**src/hdl/cnn_defines.svh**
```systemverilog
`ifndef CNN_DEFINES_SVH
`define CNN_DEFINES_SVH

// Command format
// One layer descriptor is six 32-bit words
`define CMD_WORDS 6

// Host command FIFO
// Entry count, the FIFO derives its pointer width from it
`define CMD_FIFO_DEPTH 8

// Run control
// Width of the per-run command count allows up to 127 commands
`define CMD_CNT_W 7

`endif

```
**src/hdl/cmd_pkg.sv**
```systemverilog
`default_nettype none
`include "cnn_defines.svh"

package cmd_pkg;

    // Raw word as pushed by the host
    typedef logic [31:0] cmd_word_t;

    // Layer operation codes that the engine accepts
    typedef enum logic [2:0] {
        OP_IDLE      = 3'b000,
        OP_CONV_RELU = 3'b001,
        OP_MAX_POOL  = 3'b100,
        OP_AVG_POOL  = 3'b101
    } op_type_t;

    // Descriptor field widths
    typedef logic [3:0]  stride_t;
    typedef logic [7:0]  kernel_t;
    typedef logic [15:0] chan_t;
    typedef logic [7:0]  side_t;

    // SDRAM word address
    typedef logic [31:0] addr_t;

    // Commands per run
    typedef logic [`CMD_CNT_W-1:0] cmd_cnt_t;

endpackage

`default_nettype wire

```
**src/hdl/ctrl_pkg.sv**
```systemverilog
`default_nettype none

package ctrl_pkg;

    // Command sequencer states
    typedef enum logic [2:0] {SEQ_IDLE, SEQ_FETCH, SEQ_ISSUE, SEQ_RUN, SEQ_FINISH} seq_state_t;

    // Write-back address engine states
    typedef enum logic [1:0] {WB_IDLE, WB_STREAM, WB_DONE} wb_state_t;

endpackage

`default_nettype wire

```
**src/hdl/cmd_fifo.sv**
```systemverilog
`timescale 1ns/100ps
`default_nettype none
`include "cnn_defines.svh"

module cmd_fifo (
    input  wire                     clk,
    input  wire                     rst,
    input  wire                     i_valid,
    input  wire cmd_pkg::cmd_word_t i_word,
    output logic                    o_ready,
    output logic                    o_valid,
    output cmd_pkg::cmd_word_t      o_word,
    input  wire                     i_ready
);
    localparam int DEPTH = `CMD_FIFO_DEPTH;
    localparam int PTR_W = $clog2(DEPTH);
    localparam int CNT_W = $clog2(DEPTH + 1);

    cmd_pkg::cmd_word_t mem [DEPTH];
    logic [PTR_W-1:0]   wr_ptr;
    logic [PTR_W-1:0]   rd_ptr;
    logic [CNT_W-1:0]   count;
    logic               push;
    logic               pop;

    // Full and empty straight from the occupancy count
    assign o_ready = (count != CNT_W'(DEPTH));
    assign o_valid = (count != '0);
    // Head word shows as soon as the count is nonzero
    assign o_word  = mem[rd_ptr];

    assign push = i_valid && o_ready;
    assign pop  = o_valid && i_ready;

    always_ff @(posedge clk) begin
        if (push) begin
            mem[wr_ptr] <= i_word;
        end
    end

    always_ff @(posedge clk or posedge rst) begin
        if (rst) begin
            wr_ptr <= '0;
            rd_ptr <= '0;
            count  <= '0;
        end else begin
            // Pointers wrap at the last entry
            if (push) begin
                wr_ptr <= (wr_ptr == PTR_W'(DEPTH - 1)) ? '0 : wr_ptr + 1'b1;
            end
            if (pop) begin
                rd_ptr <= (rd_ptr == PTR_W'(DEPTH - 1)) ? '0 : rd_ptr + 1'b1;
            end
            // Simultaneous push and pop leaves the count alone
            case ({push, pop})
                2'b10:   count <= count + 1'b1;
                2'b01:   count <= count - 1'b1;
                default: ;
            endcase
        end
    end

    // Full means the write side has come round to the read side
    a_no_push_full: assert property (@(posedge clk) disable iff (rst)
        !o_ready |-> (wr_ptr == rd_ptr));

    // Empty means the read side has caught up with the write side
    a_no_pop_empty: assert property (@(posedge clk) disable iff (rst)
        !o_valid |-> (wr_ptr == rd_ptr));

endmodule

`default_nettype wire

```
**src/hdl/cmd_sequencer.sv**
```systemverilog
`timescale 1ns/100ps
`default_nettype none
`include "cnn_defines.svh"

module cmd_sequencer (
    input  wire                     clk,
    input  wire                     rst,
    input  wire                     i_op_en,
    input  wire cmd_pkg::cmd_cnt_t  i_cmd_count,
    input  wire                     i_fifo_valid,
    input  wire cmd_pkg::cmd_word_t i_fifo_word,
    input  wire                     i_eng_ready,
    input  wire                     i_eng_done,
    output logic                    o_fifo_ready,
    output logic                    o_eng_valid,
    output cmd_pkg::op_type_t       o_op_type,
    output logic                    o_padding,
    output cmd_pkg::stride_t        o_stride,
    output cmd_pkg::kernel_t        o_kernel,
    output cmd_pkg::chan_t          o_i_channel,
    output cmd_pkg::chan_t          o_o_channel,
    output cmd_pkg::side_t          o_i_side,
    output cmd_pkg::side_t          o_o_side,
    output cmd_pkg::addr_t          o_weight_addr,
    output cmd_pkg::addr_t          o_data_addr,
    output cmd_pkg::addr_t          o_result_addr,
    output logic                    o_busy,
    output logic                    o_irq
);
    localparam int WCNT_W = $clog2(`CMD_WORDS);

    ctrl_pkg::seq_state_t state;
    ctrl_pkg::seq_state_t state_nxt;
    logic [WCNT_W-1:0]    word_cnt;
    cmd_pkg::cmd_cnt_t    done_cnt;
    cmd_pkg::cmd_cnt_t    done_cnt_inc;
    logic                 pop;
    logic                 last_word;
    logic                 eng_accept;

    // FIFO is only drained while collecting a command
    assign o_fifo_ready = (state == ctrl_pkg::SEQ_FETCH);
    assign pop          = o_fifo_ready && i_fifo_valid;
    assign last_word    = (word_cnt == WCNT_W'(`CMD_WORDS - 1));
    assign eng_accept   = o_eng_valid && i_eng_ready;
    assign done_cnt_inc = done_cnt + 1'b1;

    // Status flags decoded from state
    assign o_busy = (state != ctrl_pkg::SEQ_IDLE) && (state != ctrl_pkg::SEQ_FINISH);
    assign o_irq  = (state == ctrl_pkg::SEQ_FINISH);

    always_comb begin
        state_nxt = state;
        case (state)
            ctrl_pkg::SEQ_IDLE: begin
                // An empty run finishes at once
                if (i_op_en) begin
                    state_nxt = (i_cmd_count == '0) ? ctrl_pkg::SEQ_FINISH : ctrl_pkg::SEQ_FETCH;
                end
            end
            ctrl_pkg::SEQ_FETCH: begin
                if (pop && last_word) begin
                    state_nxt = ctrl_pkg::SEQ_ISSUE;
                end
            end
            ctrl_pkg::SEQ_ISSUE: begin
                state_nxt = ctrl_pkg::SEQ_RUN;
            end
            ctrl_pkg::SEQ_RUN: begin
                // Next command or end of run
                if (i_eng_done) begin
                    state_nxt = (done_cnt_inc == i_cmd_count) ? ctrl_pkg::SEQ_FINISH
                                                               : ctrl_pkg::SEQ_FETCH;
                end
            end
            ctrl_pkg::SEQ_FINISH: begin
                // Interrupt held until the host drops the enable
                if (!i_op_en) begin
                    state_nxt = ctrl_pkg::SEQ_IDLE;
                end
            end
            default: state_nxt = ctrl_pkg::SEQ_IDLE;
        endcase
    end

    always_ff @(posedge clk or posedge rst) begin
        if (rst) begin
            state       <= ctrl_pkg::SEQ_IDLE;
            word_cnt    <= '0;
            done_cnt    <= '0;
            o_eng_valid <= 1'b0;
        end else begin
            state <= state_nxt;
            // Completion count restarts with every run
            if (state == ctrl_pkg::SEQ_IDLE) begin
                done_cnt <= '0;
            end else if (state == ctrl_pkg::SEQ_RUN && i_eng_done) begin
                done_cnt <= done_cnt_inc;
            end
            // Word index wraps after the sixth word
            if (pop) begin
                word_cnt <= last_word ? '0 : word_cnt + 1'b1;
            end
            // Valid rises the cycle after issue and drops on acceptance
            if (state == ctrl_pkg::SEQ_ISSUE) begin
                o_eng_valid <= 1'b1;
            end else if (eng_accept) begin
                o_eng_valid <= 1'b0;
            end
        end
    end

    // Split each popped word into its descriptor fields
    always_ff @(posedge clk) begin
        if (pop) begin
            case (word_cnt)
                0: begin
                    o_op_type <= cmd_pkg::op_type_t'(i_fifo_word[2:0]);
                    o_padding <= i_fifo_word[4];
                    o_stride  <= i_fifo_word[11:8];
                    o_kernel  <= i_fifo_word[23:16];
                end
                1: begin
                    o_i_channel <= i_fifo_word[15:0];
                    o_o_channel <= i_fifo_word[31:16];
                end
                2: begin
                    o_i_side <= i_fifo_word[7:0];
                    o_o_side <= i_fifo_word[15:8];
                end
                3: o_weight_addr <= i_fifo_word;
                4: o_data_addr   <= i_fifo_word;
                5: o_result_addr <= i_fifo_word;
                default: ;
            endcase
        end
    end

    // Descriptor stays offered and unchanged until the engine takes it
    a_eng_valid_hold: assert property (@(posedge clk) disable iff (rst)
        (o_eng_valid && !i_eng_ready) |=> (o_eng_valid && $stable(o_result_addr)));

    // Engine completion only arrives while a command is running
    a_done_in_run: assert property (@(posedge clk) disable iff (rst)
        i_eng_done |-> (state == ctrl_pkg::SEQ_RUN && !o_eng_valid));

endmodule

`default_nettype wire

```
**src/hdl/cnn_ctrl_top.sv**
```systemverilog
`timescale 1ns/100ps
`default_nettype none

module cnn_ctrl_top (
    input  wire                     clk,
    input  wire                     rst,
    input  wire                     i_op_en,
    input  wire cmd_pkg::cmd_cnt_t  i_cmd_count,
    input  wire                     i_cmd_valid,
    input  wire cmd_pkg::cmd_word_t i_cmd_word,
    output logic                    o_cmd_ready,
    output cmd_pkg::op_type_t       o_op_type,
    output logic                    o_padding,
    output cmd_pkg::stride_t        o_stride,
    output cmd_pkg::kernel_t        o_kernel,
    output cmd_pkg::chan_t          o_i_channel,
    output cmd_pkg::chan_t          o_o_channel,
    output cmd_pkg::side_t          o_i_side,
    output cmd_pkg::side_t          o_o_side,
    output cmd_pkg::addr_t          o_weight_addr,
    output cmd_pkg::addr_t          o_data_addr,
    output cmd_pkg::addr_t          o_result_addr,
    output logic                    o_wb_valid,
    output cmd_pkg::addr_t          o_wb_addr,
    input  wire                     i_wb_ready,
    output logic                    o_busy,
    output logic                    o_irq,
    output logic                    o_err
);
    // FIFO to sequencer
    logic               fifo_valid;
    logic               fifo_ready;
    cmd_pkg::cmd_word_t fifo_word;
    // Sequencer to engine handshake and completion
    logic               eng_valid;
    logic               eng_ready;
    logic               eng_done;

    cmd_fifo u_cmd_fifo (
        .clk     (clk),
        .rst     (rst),
        .i_valid (i_cmd_valid),
        .i_word  (i_cmd_word),
        .o_ready (o_cmd_ready),
        .o_valid (fifo_valid),
        .o_word  (fifo_word),
        .i_ready (fifo_ready)
    );

    // Descriptor fields feed both the top ports and the engine
    cmd_sequencer u_cmd_sequencer (
        .clk           (clk),
        .rst           (rst),
        .i_op_en       (i_op_en),
        .i_cmd_count   (i_cmd_count),
        .i_fifo_valid  (fifo_valid),
        .i_fifo_word   (fifo_word),
        .i_eng_ready   (eng_ready),
        .i_eng_done    (eng_done),
        .o_fifo_ready  (fifo_ready),
        .o_eng_valid   (eng_valid),
        .o_op_type     (o_op_type),
        .o_padding     (o_padding),
        .o_stride      (o_stride),
        .o_kernel      (o_kernel),
        .o_i_channel   (o_i_channel),
        .o_o_channel   (o_o_channel),
        .o_i_side      (o_i_side),
        .o_o_side      (o_o_side),
        .o_weight_addr (o_weight_addr),
        .o_data_addr   (o_data_addr),
        .o_result_addr (o_result_addr),
        .o_busy        (o_busy),
        .o_irq         (o_irq)
    );

    wb_addr_engine u_wb_addr_engine (
        .clk           (clk),
        .rst           (rst),
        .i_valid       (eng_valid),
        .o_ready       (eng_ready),
        .i_op_type     (o_op_type),
        .i_o_channel   (o_o_channel),
        .i_o_side      (o_o_side),
        .i_result_addr (o_result_addr),
        .o_done        (eng_done),
        .o_err         (o_err),
        .o_wb_valid    (o_wb_valid),
        .o_wb_addr     (o_wb_addr),
        .i_wb_ready    (i_wb_ready)
    );

endmodule

`default_nettype wire

```
**src/hdl/wb_addr_engine.sv**
```systemverilog
`timescale 1ns/100ps
`default_nettype none

module wb_addr_engine (
    input  wire                    clk,
    input  wire                    rst,
    input  wire                    i_valid,
    output logic                   o_ready,
    input  wire cmd_pkg::op_type_t i_op_type,
    input  wire cmd_pkg::chan_t    i_o_channel,
    input  wire cmd_pkg::side_t    i_o_side,
    input  wire cmd_pkg::addr_t    i_result_addr,
    output logic                   o_done,
    output logic                   o_err,
    output logic                   o_wb_valid,
    output cmd_pkg::addr_t         o_wb_addr,
    input  wire                    i_wb_ready
);
    // Wide enough for channels times side squared
    localparam int ELEM_W = $bits(cmd_pkg::chan_t) + 2 * $bits(cmd_pkg::side_t);

    ctrl_pkg::wb_state_t state;
    ctrl_pkg::wb_state_t state_nxt;
    logic [ELEM_W-1:0]   elem_total;
    logic [ELEM_W-1:0]   elem_count;
    logic [ELEM_W-1:0]   remaining;
    logic                op_bad;
    logic                accept;
    logic                xfer;
    logic                last_xfer;

    assign o_ready    = (state == ctrl_pkg::WB_IDLE);
    assign o_wb_valid = (state == ctrl_pkg::WB_STREAM);
    // One-cycle completion pulse
    assign o_done     = (state == ctrl_pkg::WB_DONE);

    assign accept    = i_valid && o_ready;
    assign xfer      = o_wb_valid && i_wb_ready;
    assign last_xfer = xfer && (remaining == ELEM_W'(1));

    // Output elements of one layer
    assign elem_total = ELEM_W'(i_o_channel) * ELEM_W'(i_o_side) * ELEM_W'(i_o_side);

    // Idle and unknown ops stream nothing and unknown ones are flagged
    always_comb begin
        elem_count = '0;
        op_bad     = 1'b0;
        case (i_op_type)
            cmd_pkg::OP_IDLE:      elem_count = '0;
            cmd_pkg::OP_CONV_RELU: elem_count = elem_total;
            cmd_pkg::OP_MAX_POOL:  elem_count = elem_total;
            cmd_pkg::OP_AVG_POOL:  elem_count = elem_total;
            default:               op_bad = 1'b1;
        endcase
    end

    always_comb begin
        state_nxt = state;
        case (state)
            ctrl_pkg::WB_IDLE: begin
                if (accept) begin
                    state_nxt = (elem_count == '0) ? ctrl_pkg::WB_DONE : ctrl_pkg::WB_STREAM;
                end
            end
            ctrl_pkg::WB_STREAM: begin
                if (last_xfer) begin
                    state_nxt = ctrl_pkg::WB_DONE;
                end
            end
            ctrl_pkg::WB_DONE: state_nxt = ctrl_pkg::WB_IDLE;
            default:           state_nxt = ctrl_pkg::WB_IDLE;
        endcase
    end

    always_ff @(posedge clk or posedge rst) begin
        if (rst) begin
            state <= ctrl_pkg::WB_IDLE;
            o_err <= 1'b0;
        end else begin
            state <= state_nxt;
            // Sticky until reset
            if (accept && op_bad) begin
                o_err <= 1'b1;
            end
        end
    end

    // Address walks up from the base by one step per taken address
    always_ff @(posedge clk) begin
        if (accept) begin
            remaining <= elem_count;
            o_wb_addr <= i_result_addr;
        end else if (xfer) begin
            remaining <= remaining - 1'b1;
            o_wb_addr <= o_wb_addr + 1'b1;
        end
    end

    // Stalled address is neither dropped nor changed
    a_addr_stable: assert property (@(posedge clk) disable iff (rst)
        (o_wb_valid && !i_wb_ready) |=> (o_wb_valid && $stable(o_wb_addr)));

endmodule

`default_nettype wire

```
**config.mk**
```make
export PLATFORM = sky130hd
export DESIGN_NAME = cnn_ctrl_top
export DESIGN_NICKNAME = d
export VERILOG_FILES = /design/src/hdl/cmd_pkg.sv /design/src/hdl/ctrl_pkg.sv /design/src/hdl/cmd_fifo.sv /design/src/hdl/cmd_sequencer.sv /design/src/hdl/cnn_ctrl_top.sv /design/src/hdl/wb_addr_engine.sv
export VERILOG_INCLUDE_DIRS = /design/src /design/src/hdl
export SDC_FILE = /design/constraint.sdc
export NUM_CORES = 1
export LEC_CHECK = 0
export BUFFER_PORTS_ARGS = -buffer_cell sky130_fd_sc_hd__buf_2
export CORE_ASPECT_RATIO = 0.5
export CORE_MARGIN = 2
export CORE_UTILIZATION = 62
export DETAILED_ROUTE_END_ITERATION = 16
export GPL_TIMING_DRIVEN = 0
export PLACE_DENSITY_LB_ADDON = 0.12
export SKIP_CTS_REPAIR_TIMING = 1
export SYNTH_ARGS = -nofsm -noshare
export SYNTH_HDL_FRONTEND = slang
export SYNTH_SLANG_ARGS = --single-unit
```
**constraint.sdc**
```tcl
create_clock -name clk -period 17.24 [get_ports clk]
set_input_delay 1.724 -clock clk [delete_from_list [all_inputs] [get_ports clk]]
set_output_delay 1.724 -clock clk [all_outputs]
set_load 0.1 [all_outputs]
```
==> results.py, run 1 <==
metrics = {
    "run_status": {
        "outcome": "completed",
    },
    "global_routing": {
        "grt_pass1_vias": 20100,
        "grt_usage": 0.300,
        "grt_max_degree": 65,
        "grt_pass1_wl_mm": 115,
        "grt_antenna_before_repair": 4,
        "grt_remaining_overflow": 0,
    },
    "routing": {
        "avgRoutedWirePerCell_um": 22.6,
        "drt_iter0_drc": 1849,
        "vias": 19700,
        "drt.antenna.violating_nets": 0,
        "drtPass1Iterations": 6,
        "wl_mm": 74.4,
        "viasPerCell": 5.98,
        "drc": 0,
    },
    "floorplan": {
        "start_util": 0.635,
        "rows": 56,
        "die_area_um2": 50400,
        "die_y_um": 160,
        "die_x_um": 315,
        "coreArea_um2": 47400,
        "boundaryPins": 241,
    },
    "worst_setup_path": {
        "r2r_cells": 35,
        "startpoint": "u_cmd_sequencer.o_o_side[4]",
        "required_ps": 17690,
        "timing_worst_setup_path_type": "reg -> reg",
        "r2r_slack_ps": 5810,
        "crit_top_cell": "fa_1",
        "critical_path.endpoint_type": "register",
        "arrival_ps": 11880,
        "slowest_delay_ps": 670,
        "slowest_stage": "o41ai_1",
        "worstSetupStartpointType": "register",
        "timing.rr.start": "u_cmd_sequencer.o_o_side[4]",
        "cp_max_fo": 10,
        "r2r_end": "u_wb_addr_engine.state[1]",
    },
    "yosys": {
        "synth_area_leaders": "edfxtp_1, fa_1, mux4_2",
        "synthArstFlopShare": 0.0533,
        "synth-seq-area-share": 0.502,
        "syn_area_um2": 30100,
        "synthCells": 2313,
        "synthFlopType": "edfxtp_1",
        "synth_nets": 2681,
        "ys_types": 70,
        "synth_area_per_cell_um2": 13.0,
        "synth_warnings": 0,
        "yosysTopAreaCell": "edfxtp_1",
        "synth_edf_count": 480,
        "synth-seq-cells": 507,
        "synthDominantCellAreaShare": 0.479,
    },
    "finish": {
        "drive_above_1_share": 0.178,
        "postLayoutCoreUtil": 0.716,
        "num-fill-cells": 3285,
        "multiInputGateArea_um2": 13700,
        "seq_area_um2": 15100,
        "finalInstanceArea_um2": 33900,
        "areaGrowthSynthToFinish_pct": 12.8,
        "layout.cells.non_filler": 3297,
        "final_nets": 2992,
    },
    "run": {
        "drv_cap": 0,
    },
    "sta": {
        "finalMaxSlewViolations": 0,
        "rsz0062_at_grt": "false",
        "finalSetupTns_ps": 0,
        "finalWorstPathRequiredPeriod_ps": 11430,
        "worstMarginPinSlew_ps": 1160,
        "final.setup_skew_ps": 44.8,
        "finalSetupViolations": 0,
        "maxSlewHeadroom": 0.223,
        "hold_viol_final": 0,
        "period_share": 0.663,
        "fmax_mhz": 87.5,
    },
    "placement": {
        "io_buffers": 240,
        "dp.cells": 3218,
        "hpwl_mm": 54.5,
        "place.gp.congestion": 0.899,
        "place_area_um2": 32500,
    },
    "worst_hold_path": {
        "hp-start": "u_wb_addr_engine.o_err",
        "hold_class": "reg -> reg",
        "min_path_cells": 1,
        "min_to": "u_wb_addr_engine.o_err",
    },
    "clock_tree": {
        "htreeDepth": 2,
        "numCtsBuffers": 42,
        "clk_pin_slew_ps": 70,
        "clk_path_buf_depth": 3,
        "clockRootBuffer": "clkbuf_16",
        "cts_sinks": 507,
        "clock_latency_ps": 590,
        "cts_tree": "built",
    },
}
-- critical path, delay by kind of cell, from the launching register on --
kind	cells	cell delay [ps]
simple gates	6	980
flops	1	660
fa+ha+maj	10	4590
xor+xnor	2	740
compound gates	12	2940
buf+inv	5	1390
-- final cells by class --
| class | instances | share of cell area |
|---|---|---|
| flip-flops and latches | 507 | 0.445 |
| multi-input cells | 1455 | 0.404 |
| repair buffers | 267 | 0.0449 |
| clock buffers | 46 | 0.0314 |
| inverters | 251 | 0.0278 |
| well taps | 638 | 0.0235 |
| plain buffers | 100 | 0.0116 |
| clock inverters | 30 | 0.0111 |
| diodes | 3 | 0.000221 |
-- cell usage after synthesis (all sizes together), types with 16 or more instances --
cell type    n
edfxtp     480
inv        251
nand2      232
fa         217
and2       164
ha         107
clkbuf      83
o21ai       79
xnor2       69
nor2        68
mux4        64
a21oi       57
xor2        46
nand3       39
mux2        36
dfrtp       27
a21o        23
nand4       23
nor3        22
and3        21
buf         17
nor4        16
-- state kept, by name, indices dropped and copies added, names as in the netlist, 4 cells and up --
register                       cells
u_cmd_fifo.count                   4
u_cmd_fifo.mem                   256
u_cmd_sequencer.done_cnt           7
u_cmd_sequencer.o_data_addr       32
u_cmd_sequencer.o_i_channel       16
u_cmd_sequencer.o_i_side           8
u_cmd_sequencer.o_kernel           8
u_cmd_sequencer.o_o_channel       16
u_cmd_sequencer.o_o_side           8
u_cmd_sequencer.o_result_addr     32
u_cmd_sequencer.o_stride           4
u_cmd_sequencer.o_weight_addr     32
u_wb_addr_engine.o_wb_addr        32
u_wb_addr_engine.remaining        32
-- cells in the final DEF (no fill, tap or decap), types with 16 or more instances in the layout --
cell type	n
edfxtp_1	480
inv_1	251
buf_2	242
nand2_1	231
fa_1	217
and2_1	163
ha_1	107
clkbuf_1	87
o21ai_0	76
xnor2_1	69
nor2_1	65
mux4_2	64
a21oi_1	52
xor2_1	46
clkbuf_16	42
nand3_1	39
mux2_2	36
dfrtp_1	27
nand4_1	23
a21o_1	23
and3_1	20
buf_6	20
nor3_1	16
-- metrics by stage --
step           hold WS (ps)  setup slack, ps
2_1_floorplan           464             7440
3_3_place_gp            468             6170
3_5_place_dp            475             6080
4_1_cts                 486             6020
5_1_grt                 511             5220
6_report                490             5810
-- how the worst max path moves through the flow --
stage / cells after the start / to / slack, ps
2_1_floorplan: 35 / u_wb_addr_engine.state[0] / 7440
3_5_place_dp: 35 / u_wb_addr_engine.state[0] / 6080
6_report: 35 / u_wb_addr_engine.state[1] / 5810
3_3_place_gp: 35 / u_wb_addr_engine.state[0] / 6170
5_1_grt: 35 / u_wb_addr_engine.state[1] / 5220
4_1_cts: 35 / u_wb_addr_engine.state[1] / 6020
-- metal layers --
| layer | track usage | vias to the layer above | wire length [um] |
|---|---|---|---|
| met5 | 0 | - | 7 |
| met4 | 0.0916 | 2 | 2280 |
| met3 | 0.0481 | 131 | 5750 |
| met2 | 0.500 | 788 | 36900 |
| met1 | 0.412 | 10100 | 29500 |
| li1 | - | 8726 | - |
-- cell families (layout without fill, tap and decap cells) --
logic type	count (synthesis)	after routing	share of synthesized area
and+or+nand+nor	654	654	0.112
buffers and inverters	351	694	0.0444
adders and majority gates	324	324	0.189
other	0	3	0
xor gates and xnor gates	115	115	0.0335
muxes	103	103	0.0624
AOI/OAI and AO/OA	259	259	0.0571
DFF	507	507	0.502
Power of run 1 is left out: the tool's default activity adds up to more than one toggle a clock period on the data nets, which glitch-free logic cannot reach.
==> run 2: changes to the inputs <==
--- a/config.mk
+++ b/config.mk
@@ -9,7 +9,7 @@
 export BUFFER_PORTS_ARGS = -buffer_cell sky130_fd_sc_hd__buf_2
 export CORE_ASPECT_RATIO = 0.5
 export CORE_MARGIN = 2
-export CORE_UTILIZATION = 62
+export CORE_UTILIZATION = 55
 export DETAILED_ROUTE_END_ITERATION = 16
 export GPL_TIMING_DRIVEN = 0
 export PLACE_DENSITY_LB_ADDON = 0.12
==> constraint.sdc (replaced) <==
create_clock -name clk -period 10.5 [get_ports clk]
set_input_delay 1.05 -clock clk [delete_from_list [all_inputs] [get_ports clk]]
set_output_delay 1.05 -clock clk [all_outputs]
set_load 0.1 [all_outputs]
==> results.py, run 2 (same netlist as run 1, synthesis figures left out) <==
metrics = {
    "worst_hold_path": {
        "min_path_cells": 1,
        "hold_class": "reg -> reg",
        "hp-start": "u_wb_addr_engine.o_err",
        "min_to": "u_wb_addr_engine.o_err",
    },
    "sta": {
        "period_share": 0.959,
        "fmax_mhz": 99.3,
        "finalWorstPathRequiredPeriod_ps": 10070,
        "finalMaxSlewViolations": 0,
        "maxSlewHeadroom": 0.214,
        "final.setup_skew_ps": 30.9,
        "worstMarginPinSlew_ps": 1180,
        "hold_viol_final": 0,
        "finalSetupViolations": 0,
    },
    "global_routing": {
        "grt_use_met1": 0.365,
        "grt_pass1_vias": 20000,
        "grt_pass1_wl_mm": 115,
        "grt_usage": 0.266,
        "grt.met2_usage": 0.458,
        "grt_remaining_overflow": 0,
        "grt_antenna_before_repair": 5,
        "use_met3": 0.0332,
        "grt_max_degree": 65,
        "busiest_layer": "met2",
    },
    "worst_setup_path": {
        "critical_path.endpoint_type": "register",
        "r2r_slack_ps": 430,
        "r2r_cells": 36,
        "slowest_delay_ps": 590,
        "slowest_stage": "fa_1",
        "worstSetupStartpointType": "register",
        "required_ps": 10950,
        "timing.rr.start": "u_cmd_sequencer.o_o_side[4]",
        "r2r_end": "u_wb_addr_engine.state[0]",
        "cp_max_fo": 10,
        "arrival_ps": 10520,
        "crit_top_cell": "fa_1",
        "timing_worst_setup_path_type": "reg -> reg",
    },
    "routing": {
        "avgRoutedWirePerCell_um": 21.9,
        "drc": 0,
        "drtPass1Iterations": 5,
        "vias": 19600,
        "wl_mm": 74.2,
        "drt_iter0_drc": 1682,
        "viasPerCell": 5.78,
        "drt.antenna.violating_nets": 0,
    },
    "finish": {
        "layout.cells.non_filler": 3389,
        "num-fill-cells": 4178,
        "top_register": "u_cmd_fifo.mem",
        "seq_area_um2": 15100,
        "final_nets": 3009,
        "final_cell_mix": "edfxtp_1, inv_1, buf_2",
        "areaGrowthSynthToFinish_pct": 13.7,
        "drive_above_1_share": 0.193,
        "final_common_cell": "edfxtp_1",
        "multiInputGateArea_um2": 13800,
        "largest_register_ff_count": 256,
        "finalInstanceArea_um2": 34200,
    },
    "placement": {
        "place.gp.congestion": 0.885,
        "place_area_um2": 32600,
        "hpwl_mm": 55.0,
        "io_buffers": 240,
        "dp.cells": 3295,
    },
    "floorplan": {
        "boundaryPins": 241,
        "die_y_um": 169,
        "start_util": 0.558,
        "die_area_um2": 56700,
        "die_x_um": 335,
        "rows": 60,
        "coreArea_um2": 53900,
    },
    "clock_tree": {
        "clockRootBuffer": "clkbuf_16",
        "cts_tree": "built",
        "htreeDepth": 2,
        "clock_latency_ps": 590,
        "clk_path_buf_depth": 3,
        "numCtsBuffers": 44,
        "clk_pin_slew_ps": 70,
        "cts_sinks": 507,
    },
    "run_status": {
        "outcome": "completed",
    },
    "run": {
        "drv_cap": 0,
    },
}
==> run 2: changes by cell type in the layout (fill, tap and decap cells not counted), sizes merged <==
cell / change
inv: +1
diode: +1
bufinv: -5
buf: +24
clkinv: -9
clkbuf: +8
clkinvlp: -3
==> run 2: worst max-delay path by stage <==
| stage | from | endpoint | slack [ps] | cells past startpoint |
|---|---|---|---|---|
| floorplan | u_cmd_sequencer.o_o_side[2] | u_wb_addr_engine.state[0] | 700 | 35 |
| global placement | u_cmd_sequencer.o_o_side[4] | u_wb_addr_engine.state[0] | -590 | 35 |
| detailed placement | u_cmd_sequencer.o_o_side[4] | u_wb_addr_engine.state[0] | -630 | 35 |
| CTS | u_cmd_sequencer.o_o_side[4] | u_wb_addr_engine.state[0] | -690 | 35 |
| global route | u_cmd_sequencer.o_o_side[2] | u_wb_addr_engine.state[1] | -10 | 34 |
| finish | u_cmd_sequencer.o_o_side[4] | u_wb_addr_engine.state[0] | 430 | 36 |
==> run 2: metal layers <==
| metal | wire length, um | vias to the layer above |
|---|---|---|
| met2 | 36900 | 561 |
| li1 | - | 8763 |
| met1 | 31400 | 10100 |
| met5 | 11 | - |
| met3 | 4080 | 110 |
| met4 | 1900 | 2 |
==> run 2: layout make-up <==
| class | count | area share |
|---|---|---|
| clock buffer | 63 | 0.0349 |
| inverter | 251 | 0.0275 |
| timing repair buffer | 285 | 0.0486 |
| clock inverter | 14 | 0.00421 |
| buffer | 97 | 0.0124 |
| sequential | 507 | 0.441 |
| tap | 713 | 0.0261 |
| antenna | 4 | 0.000293 |
| multi-input combinational | 1455 | 0.405 |
==> run 2: through the flow <==
stage	worst slack (ps)	hold WS [ps]	setup TNS [ps]	util
finish	434	482	0	0.635
global route	-13.5	492	-25.3	0.635
CTS	-690	484	-2060	0.629
detailed placement	-627	472	-1760	0.604
global placement	-588	466	-1590	0.597
floorplan	695	464	0	-
==> run 2: worst max-delay path, delay by kind of cell (launching register included) <==
kind	cells	cell delay (ps)
adder cells (fa/ha/maj)	10	4590
buffers and inverters	6	900
XOR/XNOR	2	370
AO/OA/AOI/OAI	12	2940
flip-flops	1	320
AND/OR/NAND/NOR	6	770
Power of run 2 is left out for the same reason.
